--- config.mk ---
export PLATFORM = sky130hd
export DESIGN_NAME = mcm_top
export DESIGN_NICKNAME = d
export VERILOG_FILES = /design/src/common/mcm_pkg.sv /design/src/spi/spi_slave.sv /design/src/slot/quad_decoder.sv /design/src/slot/intrpt_ctrl.sv /design/src/reply_builder.sv /design/src/mcm_top.sv
export VERILOG_INCLUDE_DIRS = /design/src /design/src/common
export SDC_FILE = /design/constraint.sdc
export NUM_CORES = 1
export LEC_CHECK = 0
export BUFFER_PORTS_ARGS = -buffer_cell sky130_fd_sc_hd__buf_2
export CAP_MARGIN = 30
export CELL_PAD_IN_SITES_DETAIL_PLACEMENT = 1
export CELL_PAD_IN_SITES_GLOBAL_PLACEMENT = 1
export CORE_UTILIZATION = 44
export DETAILED_ROUTE_END_ITERATION = 6
export HOLD_SLACK_MARGIN = 0.1
export PLACE_DENSITY = 0.67
export SYNTH_ARGS = -nofsm -noshare
export SYNTH_HDL_FRONTEND = slang
export SYNTH_SLANG_ARGS = --single-unit
--- constraint.sdc ---
create_clock -name clk -period 7.33 [get_ports clk]
set_input_delay 1.0995 -clock clk [delete_from_list [all_inputs] [get_ports clk]]
set_output_delay 1.0995 -clock clk [all_outputs]
set_load 0.1 [all_outputs]
--- src/common/mcm_settings.svh ---
`ifndef MCM_SETTINGS_SVH
`define MCM_SETTINGS_SVH

// ****************************************
// hub size
// ****************************************

// motion slots on the backplane
`define MCM_NUM_SLOTS 4

// ****************************************
// spi frame layout, msb first
// ****************************************

`define MCM_CMD_WIDTH 16
`define MCM_ADDR_WIDTH 8
`define MCM_DATA_WIDTH 40
// cmd + addr + data
`define MCM_FRAME_BITS 64

// ****************************************
// per slot sensing
// ****************************************

// encoder position, wraps modulo 2^32
`define MCM_QUAD_WIDTH 32
// ul, ll, index
`define MCM_INTRPTS_PER_SLOT 3

`endif

--- src/common/mcm_pkg.sv ---
`include "mcm_settings.svh"

package mcm_pkg;

	// ****************************************
	// host command set
	// ****************************************

	typedef enum logic [`MCM_CMD_WIDTH-1:0] {
		CMD_NOP               = 16'd0,
		CMD_SET_QUAD_COUNT    = 16'd1,
		CMD_REQ_QUAD_COUNT    = 16'd2,
		CMD_SET_INTRPT_MASK   = 16'd3,
		CMD_REQ_INTRPT_STATUS = 16'd4,
		CMD_CLR_INTRPT        = 16'd5
	} spi_cmd_e;

	// cmd in the top bits, shifted first
	typedef struct packed {
		spi_cmd_e                    cmd;
		logic [`MCM_ADDR_WIDTH-1:0]  addr;
		logic [`MCM_DATA_WIDTH-1:0]  data;
	} spi_frame_t;

	// serial slave states
	typedef enum logic [1:0] {
		SPI_IDLE,
		SPI_SHIFT,
		SPI_DONE
	} spi_state_e;

	// ****************************************
	// slot side types
	// ****************************************

	typedef logic [`MCM_QUAD_WIDTH-1:0] quad_count_t;

	typedef struct packed {
		logic a;
		logic b;
	} quad_pins_t;

	typedef struct packed {
		logic ul;
		logic ll;
		logic index;
	} limit_pins_t;

	// bit 0 ul, bit 1 ll, bit 2 index
	typedef logic [`MCM_INTRPTS_PER_SLOT-1:0] intrpt_status_t;

	typedef logic [`MCM_NUM_SLOTS-1:0] slot_mask_t;

endpackage

--- src/spi/spi_slave.sv ---
`include "mcm_settings.svh"
`timescale 1ns/1ps

module spi_slave
	import mcm_pkg::*;
(
	input  logic       clk,
	input  logic       rst_n_i,
	input  logic       spi_clk_i,
	input  logic       spi_scsn_i,
	input  logic       spi_mosi_i,
	output logic       spi_miso_o,
	input  spi_frame_t reply_frame_i,
	output spi_frame_t cmd_frame_o,
	output logic       cmd_valid_o
);

	localparam int CNT_W = $clog2(`MCM_FRAME_BITS) + 1;
	localparam logic [CNT_W-1:0] FRAME_CNT = CNT_W'(`MCM_FRAME_BITS);
	// pin order 2 mosi, 1 scsn, 0 spi clock
	// chip select idles high so no false frame start out of reset
	localparam logic [2:0] PIN_IDLE = 3'b010;

	logic [2:0]                 pin_meta_q;
	logic [2:0]                 pin_sync_q;
	logic [2:0]                 pin_prev_q;
	logic                       sclk_rise;
	logic                       sclk_fall;
	logic                       scsn_rise;
	logic                       scsn_fall;
	logic                       mosi_s;
	logic                       frame_start;
	spi_state_e                 state_q;
	logic [CNT_W-1:0]           bit_cnt_q;
	logic [`MCM_FRAME_BITS-1:0] rx_q;
	logic [`MCM_FRAME_BITS-1:0] tx_q;
	logic [`MCM_FRAME_BITS-1:0] reply_bits;

	// ****************************************
	// pin synchronizers and edges
	// ****************************************

	always_ff @(posedge clk or negedge rst_n_i)
	begin
		if (!rst_n_i)
		begin
			pin_meta_q <= PIN_IDLE;
			pin_sync_q <= PIN_IDLE;
			pin_prev_q <= PIN_IDLE;
		end
		else
		begin
			pin_meta_q <= {spi_mosi_i, spi_scsn_i, spi_clk_i};
			pin_sync_q <= pin_meta_q;
			// one more stage, only for edge detect
			pin_prev_q <= pin_sync_q;
		end
	end

	assign sclk_rise = pin_sync_q[0] & ~pin_prev_q[0];
	assign sclk_fall = ~pin_sync_q[0] & pin_prev_q[0];
	assign scsn_rise = pin_sync_q[1] & ~pin_prev_q[1];
	assign scsn_fall = ~pin_sync_q[1] & pin_prev_q[1];
	assign mosi_s    = pin_sync_q[2];

	// a select falling mid frame is ignored
	assign frame_start = scsn_fall && (state_q != SPI_SHIFT);
	assign reply_bits  = reply_frame_i;

	// ****************************************
	// frame fsm
	// ****************************************

	always_ff @(posedge clk or negedge rst_n_i)
	begin
		if (!rst_n_i)
		begin
			state_q   <= SPI_IDLE;
			bit_cnt_q <= '0;
		end
		else
		begin
			case (state_q)
				SPI_SHIFT:
				begin
					// only an exact 64 bit frame gets through
					if (scsn_rise)
						state_q <= (bit_cnt_q == FRAME_CNT) ? SPI_DONE : SPI_IDLE;
					// saturate so overlong frames can never wrap back to 64
					else if (sclk_rise && (bit_cnt_q != '1))
						bit_cnt_q <= bit_cnt_q + 1'b1;
				end
				default:
				begin
					// done lasts one cycle, a new select can follow right away
					if (frame_start)
					begin
						state_q   <= SPI_SHIFT;
						bit_cnt_q <= '0;
					end
					else
						state_q <= SPI_IDLE;
				end
			endcase
		end
	end

	// ****************************************
	// miso and shift registers
	// ****************************************

	always_ff @(posedge clk or negedge rst_n_i)
	begin
		if (!rst_n_i)
			spi_miso_o <= 1'b0;
		else if (frame_start)
			// first bit must sit on miso before the first rising edge
			spi_miso_o <= reply_bits[`MCM_FRAME_BITS-1];
		else if ((state_q == SPI_SHIFT) && scsn_rise)
			spi_miso_o <= 1'b0;
		else if ((state_q == SPI_SHIFT) && sclk_fall)
			spi_miso_o <= tx_q[`MCM_FRAME_BITS-2];
	end

	always_ff @(posedge clk)
	begin
		// reply latched at select fall, held through the frame
		if (frame_start)
			tx_q <= reply_bits;
		else if ((state_q == SPI_SHIFT) && sclk_fall)
			tx_q <= {tx_q[`MCM_FRAME_BITS-2:0], 1'b0};

		// mosi sampled on rising spi clock
		if ((state_q == SPI_SHIFT) && sclk_rise)
			rx_q <= {rx_q[`MCM_FRAME_BITS-2:0], mosi_s};
	end

	// rx_q holds still outside shift, so the frame is stable at the strobe
	assign cmd_frame_o = spi_frame_t'(rx_q);
	assign cmd_valid_o = (state_q == SPI_DONE);

	// slots act once per frame, a double strobe would apply a command twice
	a_valid_single: assert property (@(posedge clk) disable iff (!rst_n_i)
		cmd_valid_o |=> !cmd_valid_o)
		else $error("cmd_valid_o held high for two cycles");

endmodule

--- src/slot/quad_decoder.sv ---
`include "mcm_settings.svh"
`timescale 1ns/1ps

module quad_decoder
	import mcm_pkg::*;
#(
	parameter int SLOT_ID = 0
)
(
	input  logic        clk,
	input  logic        rst_n_i,
	input  quad_pins_t  quad_i,
	input  spi_frame_t  cmd_frame_i,
	input  logic        cmd_valid_i,
	output quad_count_t count_o
);

	localparam logic [`MCM_ADDR_WIDTH-1:0] SLOT_ADDR = `MCM_ADDR_WIDTH'(SLOT_ID);

	quad_pins_t meta_q;
	quad_pins_t sync_q;
	quad_pins_t prev_q;
	logic       step_up;
	logic       step_dn;
	logic       load;

	// ****************************************
	// encoder pin sync
	// ****************************************

	always_ff @(posedge clk or negedge rst_n_i)
	begin
		if (!rst_n_i)
		begin
			meta_q <= '0;
			sync_q <= '0;
			prev_q <= '0;
		end
		else
		begin
			meta_q <= quad_i;
			sync_q <= meta_q;
			prev_q <= sync_q;
		end
	end

	// x4 decode on {prev a b, new a b}
	// forward cycle 00 10 11 01, a leads b
	always_comb
	begin
		step_up = 1'b0;
		step_dn = 1'b0;
		case ({prev_q, sync_q})
			4'b0010, 4'b1011, 4'b1101, 4'b0100: step_up = 1'b1;
			4'b0001, 4'b0111, 4'b1110, 4'b1000: step_dn = 1'b1;
			// no change, or both pins flipped and direction unknown
			default: step_up = 1'b0;
		endcase
	end

	assign load = cmd_valid_i && (cmd_frame_i.cmd == CMD_SET_QUAD_COUNT) &&
		(cmd_frame_i.addr == SLOT_ADDR);

	// ****************************************
	// position counter
	// ****************************************

	always_ff @(posedge clk or negedge rst_n_i)
	begin
		if (!rst_n_i)
			count_o <= '0;
		else if (load)
			// host value wins over a step in the same cycle
			count_o <= cmd_frame_i.data[`MCM_QUAD_WIDTH-1:0];
		else if (step_up)
			count_o <= count_o + 1'b1;
		else if (step_dn)
			count_o <= count_o - 1'b1;
	end

	// a step lost under a host load leaves the count off by one
	a_load_no_step: assert property (@(posedge clk) disable iff (!rst_n_i)
		load |-> !(step_up || step_dn))
		else $error("slot %0d: count load collides with a quadrature step", SLOT_ID);

endmodule

--- src/slot/intrpt_ctrl.sv ---
`include "mcm_settings.svh"
`timescale 1ns/1ps

module intrpt_ctrl
	import mcm_pkg::*;
#(
	parameter int SLOT_ID = 0
)
(
	input  logic           clk,
	input  logic           rst_n_i,
	input  limit_pins_t    limit_i,
	input  spi_frame_t     cmd_frame_i,
	input  logic           cmd_valid_i,
	output intrpt_status_t status_o,
	output logic           intrpt_o
);

	localparam logic [`MCM_ADDR_WIDTH-1:0] SLOT_ADDR = `MCM_ADDR_WIDTH'(SLOT_ID);

	intrpt_status_t meta_q;
	intrpt_status_t sync_q;
	intrpt_status_t prev_q;
	intrpt_status_t rise;
	intrpt_status_t clr;
	intrpt_status_t mask_q;
	intrpt_status_t mask_d;
	logic           hit;

	// ****************************************
	// limit line sync
	// ****************************************

	always_ff @(posedge clk or negedge rst_n_i)
	begin
		if (!rst_n_i)
		begin
			meta_q <= '0;
			sync_q <= '0;
			prev_q <= '0;
		end
		else
		begin
			// reorder into status bit positions
			meta_q <= {limit_i.index, limit_i.ll, limit_i.ul};
			sync_q <= meta_q;
			prev_q <= sync_q;
		end
	end

	assign rise = sync_q & ~prev_q;

	// host commands for this slot only
	assign hit = cmd_valid_i && (cmd_frame_i.addr == SLOT_ADDR);
	assign clr = (hit && (cmd_frame_i.cmd == CMD_CLR_INTRPT)) ?
		cmd_frame_i.data[`MCM_INTRPTS_PER_SLOT-1:0] : '0;
	assign mask_d = (hit && (cmd_frame_i.cmd == CMD_SET_INTRPT_MASK)) ?
		cmd_frame_i.data[`MCM_INTRPTS_PER_SLOT-1:0] : mask_q;

	// ****************************************
	// sticky status and interrupt
	// ****************************************

	always_ff @(posedge clk or negedge rst_n_i)
	begin
		if (!rst_n_i)
		begin
			status_o <= '0;
			mask_q   <= '0;
			intrpt_o <= 1'b0;
		end
		else
		begin
			// a fresh edge beats a clear in the same cycle
			status_o <= (status_o & ~clr) | rise;
			mask_q   <= mask_d;
			// new edges reach the pin a cycle after status, clears drop it with status
			intrpt_o <= |(status_o & ~clr & mask_d);
		end
	end

	a_intrpt_has_cause: assert property (@(posedge clk) disable iff (!rst_n_i)
		intrpt_o |-> |(status_o & mask_q))
		else $error("slot %0d: interrupt without a masked status bit", SLOT_ID);

endmodule

--- src/reply_builder.sv ---
`include "mcm_settings.svh"
`timescale 1ns/1ps

module reply_builder
	import mcm_pkg::*;
(
	input  logic           clk,
	input  logic           rst_n_i,
	input  spi_frame_t     cmd_frame_i,
	input  logic           cmd_valid_i,
	input  quad_count_t    counts_i [`MCM_NUM_SLOTS],
	input  intrpt_status_t statuses_i [`MCM_NUM_SLOTS],
	output spi_frame_t     reply_frame_o
);

	localparam int IDX_W = $clog2(`MCM_NUM_SLOTS);

	logic [IDX_W-1:0]           idx;
	logic                       in_range;
	logic                       is_req;
	logic [`MCM_DATA_WIDTH-1:0] data_d;

	// ****************************************
	// reply data select
	// ****************************************

	assign idx      = cmd_frame_i.addr[IDX_W-1:0];
	assign in_range = (cmd_frame_i.addr < `MCM_NUM_SLOTS);

	always_comb
	begin
		is_req = 1'b0;
		data_d = '0;
		case (cmd_frame_i.cmd)
			CMD_REQ_QUAD_COUNT:
			begin
				is_req = 1'b1;
				if (in_range)
					data_d = {{(`MCM_DATA_WIDTH-`MCM_QUAD_WIDTH){1'b0}}, counts_i[idx]};
			end
			CMD_REQ_INTRPT_STATUS:
			begin
				is_req = 1'b1;
				if (in_range)
					data_d = {{(`MCM_DATA_WIDTH-`MCM_INTRPTS_PER_SLOT){1'b0}},
						statuses_i[idx]};
			end
			// set and clear commands leave the reply as it was
			default: is_req = 1'b0;
		endcase
	end

	// held until the next request, shifted out in the following frame
	always_ff @(posedge clk or negedge rst_n_i)
	begin
		if (!rst_n_i)
			reply_frame_o <= '0;
		else if (cmd_valid_i && is_req)
		begin
			// echo so the host can match reply to request
			reply_frame_o.cmd  <= cmd_frame_i.cmd;
			reply_frame_o.addr <= cmd_frame_i.addr;
			reply_frame_o.data <= data_d;
		end
	end

endmodule

--- src/mcm_top.sv ---
`include "mcm_settings.svh"
`timescale 1ns/1ps

module mcm_top
	import mcm_pkg::*;
(
	input  logic        clk,
	input  logic        rst_n_i,
	input  logic        spi_clk_i,
	input  logic        spi_scsn_i,
	input  logic        spi_mosi_i,
	output logic        spi_miso_o,
	input  quad_pins_t  quad_i [`MCM_NUM_SLOTS],
	input  limit_pins_t limit_i [`MCM_NUM_SLOTS],
	output slot_mask_t  intrpt_o
);

	spi_frame_t     cmd_frame;
	logic           cmd_valid;
	spi_frame_t     reply_frame;
	quad_count_t    counts [`MCM_NUM_SLOTS];
	intrpt_status_t statuses [`MCM_NUM_SLOTS];

	// ****************************************
	// host link
	// ****************************************

	spi_slave i_spi_slave (
		.clk           (clk),
		.rst_n_i       (rst_n_i),
		.spi_clk_i     (spi_clk_i),
		.spi_scsn_i    (spi_scsn_i),
		.spi_mosi_i    (spi_mosi_i),
		.spi_miso_o    (spi_miso_o),
		.reply_frame_i (reply_frame),
		.cmd_frame_o   (cmd_frame),
		.cmd_valid_o   (cmd_valid)
	);

	// ****************************************
	// per slot sensing
	// ****************************************

	// each slot decodes its own address from the broadcast frame
	for (genvar slot = 0; slot < `MCM_NUM_SLOTS; slot++)
	begin : g_slot
		quad_decoder #(
			.SLOT_ID (slot)
		) i_quad_decoder (
			.clk         (clk),
			.rst_n_i     (rst_n_i),
			.quad_i      (quad_i[slot]),
			.cmd_frame_i (cmd_frame),
			.cmd_valid_i (cmd_valid),
			.count_o     (counts[slot])
		);

		intrpt_ctrl #(
			.SLOT_ID (slot)
		) i_intrpt_ctrl (
			.clk         (clk),
			.rst_n_i     (rst_n_i),
			.limit_i     (limit_i[slot]),
			.cmd_frame_i (cmd_frame),
			.cmd_valid_i (cmd_valid),
			.status_o    (statuses[slot]),
			.intrpt_o    (intrpt_o[slot])
		);
	end

	// answers go out one frame later
	reply_builder i_reply_builder (
		.clk           (clk),
		.rst_n_i       (rst_n_i),
		.cmd_frame_i   (cmd_frame),
		.cmd_valid_i   (cmd_valid),
		.counts_i      (counts),
		.statuses_i    (statuses),
		.reply_frame_o (reply_frame)
	);

endmodule

==> results_dict.tcl, run 1 <==
set metrics [dict create \
    synth-seq-cells 417 \
    arrival_ns 4.95 \
    post_cts_resized 0 \
    r2r.worst_path.cells 14 \
    skew_ns 0.0174 \
    synth_nets 2434 \
    relSlewSlack_pct 36.0 \
    cts_hold_buffers 0 \
    cts_tree "built" \
    synth-compound-area-share_pct 17.4 \
    r2r-start "g_slot[1].i_quad_decoder.sync_q[1]" \
    final_cell_mix "dfrtp_1 (287), o21ai_0 (243), nand2_1 (239), a21oi_1 (230), nor2_1 (197)" \
    diodes 0 \
    ys_types 77 \
    post_cts_buffers 0 \
    io_pins 30 \
    hpwl_um 46500 \
    critical_path_class "flop to flop" \
    syn_to_final_growth_pct 10.5 \
    grt_pass1_wl_um 103000 \
    grt_max_degree 155 \
    synth_largest_type_area_fraction_pct 30.9 \
    nNetsFinal 2422 \
    fp-row-count 83 \
    yosys.area.top_type "dfrtp_1" \
    min_path_type "flop to flop" \
    die-area_um2 53700 \
    setup_slack_ns 2.86 \
    core_area_um2 51700 \
    final_common_cell "dfrtp_1" \
    wire_per_inst_um 21.5 \
    dp_worst_setup_slack_ns 2.81 \
    synth_edf_count 127 \
    numCtsBuffers 48 \
    drtIter0Drc 996 \
    place_congestion 0.879 \
    cp_max_fo 21 \
    grt_pass1_vias 18000 \
    antenna_found_initial 2 \
    dr_total_vias 17300 \
    path_clk_slew_ns 0.06 \
    power.density_nw_per_um2 425 \
    hold_violations 0 \
    drv_cap 0 \
    synth.area.mux_share_pct 8.33 \
    tightest_slew_ns 0.959 \
    period_needed_ns 4.47 \
    antenna_left 0 \
    synth_area_leaders "dfrtp_1 (31%), edfxtp_1 (16%), ha_1 (6.6%), o21ai_0 (5.2%), a21oi_1 (5.0%)" \
    grt_usage_pct 24.5 \
    tns_ns 0 \
    fmax_mhz 223 \
    drv_slew 0 \
    setup_viol 0 \
    cts.sinks 417 \
    synth_simple_gate_area_share_pct 12.5 \
    synth.avg_cell_area_um2 10.2 \
    rsz0062_at_grt "false" \
    grt_remaining_overflow 0 \
    yosys.area_share.adder_pct 6.91 \
    rrSetupSlack_ns 2.86 \
    drcViolationCount 0 \
    viasPerCell 5.79 \
    ys_seq_area_share_pct 47.6 \
    routed_wl_um 64400 \
    finalCritPeriodShare_pct 61.0 \
    syn_area_um2 23200 \
    clk_latency_ns 0.60 \
    htree_num_levels 2 \
    die_height_um 232 \
    power.static_leakage_nw 10.4 \
    drtPass1Iterations 4 \
    peakVddDrop_v 0.000200 \
    synth_cells 2283 \
    synth_xor_area_share_pct 4.45 \
    drive_gt1_share_pct 12.0 \
    cts_buffer_depth 3 \
    ys.flop_type "dfrtp_1" \
    r2r-end "g_slot[1].i_quad_decoder.count_o[31]" \
    outcome "finished clean" \
    cts_root_buf "clkbuf_16" \
    critPathCaptureType "flop" \
    startpoint "g_slot[1].i_quad_decoder.sync_q[1]" \
    port_buffers 29 \
    crit_path_start_kind "flop" \
    async_flop_share_pct 69.5 \
    crit_end "g_slot[1].i_quad_decoder.count_o[31]" \
    yosys_warnings 0 \
    critPathRequiredTime_ns 7.80 \
    die_w_um 232 \
    initial_core_util_pct 44.9 \
    synth_top_family_by_area "compound AO/OA/AOI/OAI gates" \
]
[through the flow]
step,utilization (%),cell area (µm²),std cells,hold slack (ns),total power [mW]
6_report,49.7,25700,2990,0.344,10.9
5_1_grt,49.7,25700,2990,0.350,11.7
4_1_cts,49.6,25600,2988,0.339,10.9
3_5_place_dp,46.3,24000,2899,0.336,8.36
3_3_place_gp,46.3,24000,2898,0.332,8.20
2_1_floorplan,-,23200,2283,0.331,7.06
[worst min path at each step]
stage | startpoint | to | slack [ns] | cells after the start
after floorplan | g_slot[0].i_intrpt_ctrl.meta_q[0] | g_slot[0].i_intrpt_ctrl.sync_q[0] | 0.33 | 0
after global placement | g_slot[0].i_intrpt_ctrl.meta_q[2] | g_slot[0].i_intrpt_ctrl.sync_q[2] | 0.33 | 0
after detailed placement | g_slot[3].i_intrpt_ctrl.meta_q[1] | g_slot[3].i_intrpt_ctrl.sync_q[1] | 0.34 | 0
after CTS | g_slot[0].i_intrpt_ctrl.meta_q[1] | g_slot[0].i_intrpt_ctrl.sync_q[1] | 0.34 | 0
after global routing | g_slot[0].i_intrpt_ctrl.meta_q[1] | g_slot[0].i_intrpt_ctrl.sync_q[1] | 0.35 | 0
final | g_slot[0].i_intrpt_ctrl.meta_q[1] | g_slot[0].i_intrpt_ctrl.sync_q[1] | 0.34 | 0
[per-layer routing]
layer,global-route usage [%],up-vias,wire length (µm)
li1,-,8254,-
met1,37.0,8695,31900
met2,37.1,291,28500
met3,3.97,65,3180
met4,4.24,2,792
met5,0,-,13
[cell type report]
class	instances	area, µm²
fill	5658	26000
tap	680	851
clock buffer	64	1380
inverter	37	139
clock inverter	25	295
timing repair buffer	54	395
sequential	417	11100
multi-input combinational	1713	11600
[Yosys cell counts, types with 9 or more instances]
library cell	instances
a211oi_1	22
a21o_1	63
a21oi_1	230
a31oi_1	24
and2_1	26
and3_1	13
buf_1	9
clkbuf_1	90
dfrtp_1	287
edfxtp_1	127
ha_1	122
inv_1	37
mux2_2	78
mux2i_1	27
mux4_2	35
nand2_1	239
nand2b_1	18
nand3_1	34
nand4_1	18
nor2_1	198
nor2b_1	19
nor3_1	27
nor4_1	9
o211ai_1	9
o21a_1	22
o21ai_0	243
o21bai_1	16
or3_1	12
xnor2_1	72
xor2_1	46
[critical path, stage by stage (launching register included)]
cell and delay [ns]:
dfrtp_1 0.38, xor2_1 0.18, and2_1 0.17, inv_1 0.62, ha_1 0.43, o21ai_0 0.23, nor2_1 0.10, o31ai_1 0.68
o311ai_0 0.39, or3_1 0.44, a41oi_1 0.24, nor2_1 0.06, a21oi_1 0.18, xor2_1 0.15, o21ai_0 0.08
[kinds of logic (layout without fill, tap and decap cells)]
| group | count (synthesis) | after routing |
|---|---|---|
| fa+ha+maj | 126 | 126 |
| compound gates | 686 | 686 |
| mux | 140 | 140 |
| buf+inv | 153 | 180 |
| simple gates | 643 | 643 |
| flops | 417 | 417 |
| xor+xnor | 118 | 118 |
[sequential cells by signal, indices dropped and copies added, names as in the netlist]
| register | cells |
|---|---|
| g_slot.i_intrpt_ctrl.intrpt_o | 4 |
| g_slot.i_intrpt_ctrl.mask_q | 12 |
| g_slot.i_intrpt_ctrl.meta_q | 12 |
| g_slot.i_intrpt_ctrl.prev_q | 12 |
| g_slot.i_intrpt_ctrl.status_o | 12 |
| g_slot.i_intrpt_ctrl.sync_q | 12 |
| g_slot.i_quad_decoder.count_o | 128 |
| g_slot.i_quad_decoder.meta_q | 8 |
| g_slot.i_quad_decoder.prev_q | 8 |
| g_slot.i_quad_decoder.sync_q | 8 |
| i_reply_builder.reply_frame_o | 56 |
| i_spi_slave.bit_cnt_q | 7 |
| i_spi_slave.cmd_frame_o | 64 |
| i_spi_slave.pin_meta_q | 3 |
| i_spi_slave.pin_prev_q | 2 |
| i_spi_slave.pin_sync_q | 3 |
| i_spi_slave.spi_miso_o | 1 |
| i_spi_slave.state_q | 2 |
| i_spi_slave.tx_q | 63 |
[power by group]
group	switching (mW)	leakage, nW	internal [mW]
Clock	1.02	0.820	1.50
Sequential	0.541	4.62	2.84
Combinational	2.83	4.95	2.18
Total	4.39	10.4	6.53
No activity file was read; power rests on OpenSTA's default activity.
==> inputs of run 2 (changes only) <==
- PLACE_DENSITY: 0.67 -> 0.7
- clock period: 7.33 -> 4.1 ns (I/O delays scaled with it)
==> results_dict.tcl, run 2 (same netlist as run 1, synthesis figures left out) <==
set metrics [dict create \
    grt_usage_pct 24.6 \
    viasPerCell 5.78 \
    finalInstanceArea_um2 25900 \
    fp-row-count 83 \
    fmax_mhz 256 \
    numCtsBuffers 46 \
    dp_worst_setup_slack_ns 0.123 \
    totalPowerFinal_mw 19.4 \
    arrival_ns 4.37 \
    outcome "finished clean" \
    power.density_nw_per_um2 748 \
    crit_top_cell "xnor2_1" \
    max_stage_delay_ns 0.54 \
    seqCellArea_um2 11100 \
    setup_slack_ns 0.198 \
    crit_path_start_kind "flop" \
    cts_root_buf "clkbuf_16" \
    drcViolationCount 0 \
    fill_cells 5690 \
    multi_input_area_um2 11600 \
    critPathCaptureType "flop" \
    cts_buffer_depth 3 \
    final_common_cell "dfrtp_1" \
    io_pins 30 \
    relSlewSlack_pct 41.3 \
    initial_core_util_pct 44.9 \
    timing.hold.ws_ns 0.131 \
    cts_tree "built" \
    rsz0062_at_grt "false" \
    skew_ns 0.0212 \
    cp_max_fo 12 \
    final_cell_mix "dfrtp_1 (287), o21ai_0 (242), nand2_1 (239), a21oi_1 (230), nor2_1 (197)" \
    finalCritPeriodShare_pct 95.2 \
    largest_reg_flops 128 \
    r2r.worst_path.cells 15 \
    wire_per_inst_um 21.5 \
    die-area_um2 53700 \
    worstPathCellList "xnor2_1, and2_4, clkinvlp_4, buf_4, ha_1, a211oi_1, o21ai_0, or4b_4, a41oi_4, a221oi_2, o21a_4, o41ai_2, xnor2_1, o21ai_2, o21a_1" \
    drive_gt1_share_pct 12.9 \
    die_height_um 232 \
    period_needed_ns 3.90 \
    power.static_leakage_nw 10.5 \
    peakVddDrop_v 0.000354 \
    antenna_found_initial 0 \
    top_layer "met4" \
    critPathRequiredTime_ns 4.57 \
    grt_remaining_overflow 0 \
    grt_pass1_vias 18000 \
    dr_total_vias 17500 \
    grt_pass1_wl_um 103000 \
    drv_slew 0 \
    critical_path_class "flop to flop" \
    port_buffers 29 \
    cts.sinks 417 \
    drv_cap 0 \
    regMostFlops "g_slot.i_quad_decoder.count_o" \
    fin_cells 3022 \
    grt_max_degree 93 \
    whs_path_depth 1 \
    htree_num_levels 2 \
    hold_violations 0 \
    syn_to_final_growth_pct 11.6 \
    wl_met3_um 2320 \
    core_area_um2 51700 \
    dp_cells 2914 \
    met1_length_um 32600 \
    die_w_um 232 \
    drtIter0Drc 1027 \
    nNetsFinal 2454 \
    path_clk_slew_ns 0.06 \
    clk_latency_ns 0.60 \
    tns_ns 0 \
    utilization_pct 50.1 \
    setup_viol 0 \
    routed_wl_um 64900 \
    wl_met2_um 28300 \
    cp_slowest_cell "or4b_4" \
    hpwl_um 47800 \
    antenna_left 0 \
    tightest_slew_ns 0.880 \
    drtPass1Iterations 5 \
    place_area_um2 24100 \
    min_path_type "input pin to flop" \
    place_congestion 0.932 \
]
-- run 2: path summary, 6_finish.rpt --
kind,endpoint,slack [ns],from
max,g_slot[1].i_quad_decoder.count_o[30],0.20,g_slot[1].i_quad_decoder.sync_q[0]
max in group asynchronous,g_slot[0].i_intrpt_ctrl.meta_q[2],2.59,rst_n_i
min in group asynchronous,i_reply_builder.reply_frame_o[27],0.60,rst_n_i
min,g_slot[1].i_intrpt_ctrl.meta_q[2],0.13,limit_i[6]
max reg2reg,g_slot[1].i_quad_decoder.count_o[30],0.20,g_slot[1].i_quad_decoder.sync_q[0]
min reg2reg,g_slot[0].i_intrpt_ctrl.sync_q[1],0.35,g_slot[0].i_intrpt_ctrl.meta_q[1]
-- run 2: power breakdown --
| part | internal (mW) | switching [mW] |
|---|---|---|
| combinational | 4.03 | 5.15 |
| sequential | 5.08 | 0.964 |
| clock | 2.40 | 1.77 |
| total | 11.5 | 7.88 |
-- run 2: critical path: cells and delay by family, from the launching register on --
kind	cells	cell delay, ns
adder cells (fa/ha/maj)	1	0.39
AO/OA/AOI/OAI	8	1.60
XOR/XNOR	2	0.41
AND/OR/NAND/NOR	2	0.74
flip-flops	1	0.39
buffers and inverters	2	0.26
-- run 2: layout make-up --
type,count,area share [%]
clock inverters,23,0.955
multi-input cells,1713,44.8
inverters,37,0.564
repair buffers,88,2.76
well taps,680,3.28
diodes,1,0.00965
clock buffers,63,4.92
flip-flops and latches,417,42.7
-- run 2: layer usage --
| layer | track usage [%] | vias up |
|---|---|---|
| met1 | 37.4 | 8779 |
| met3 | 2.70 | 82 |
| met2 | 37.1 | 269 |
| li1 | - | 8325 |
| met4 | 6.46 | 0 |
| met5 | 0 | - |
-- run 2: repair_timing --
item	CTS	global route
resized for setup	0	18
hold buffers	18	0
endpoints found under the hold margin	48	0
endpoints found under the setup margin	0	12
setup buffers	0	2
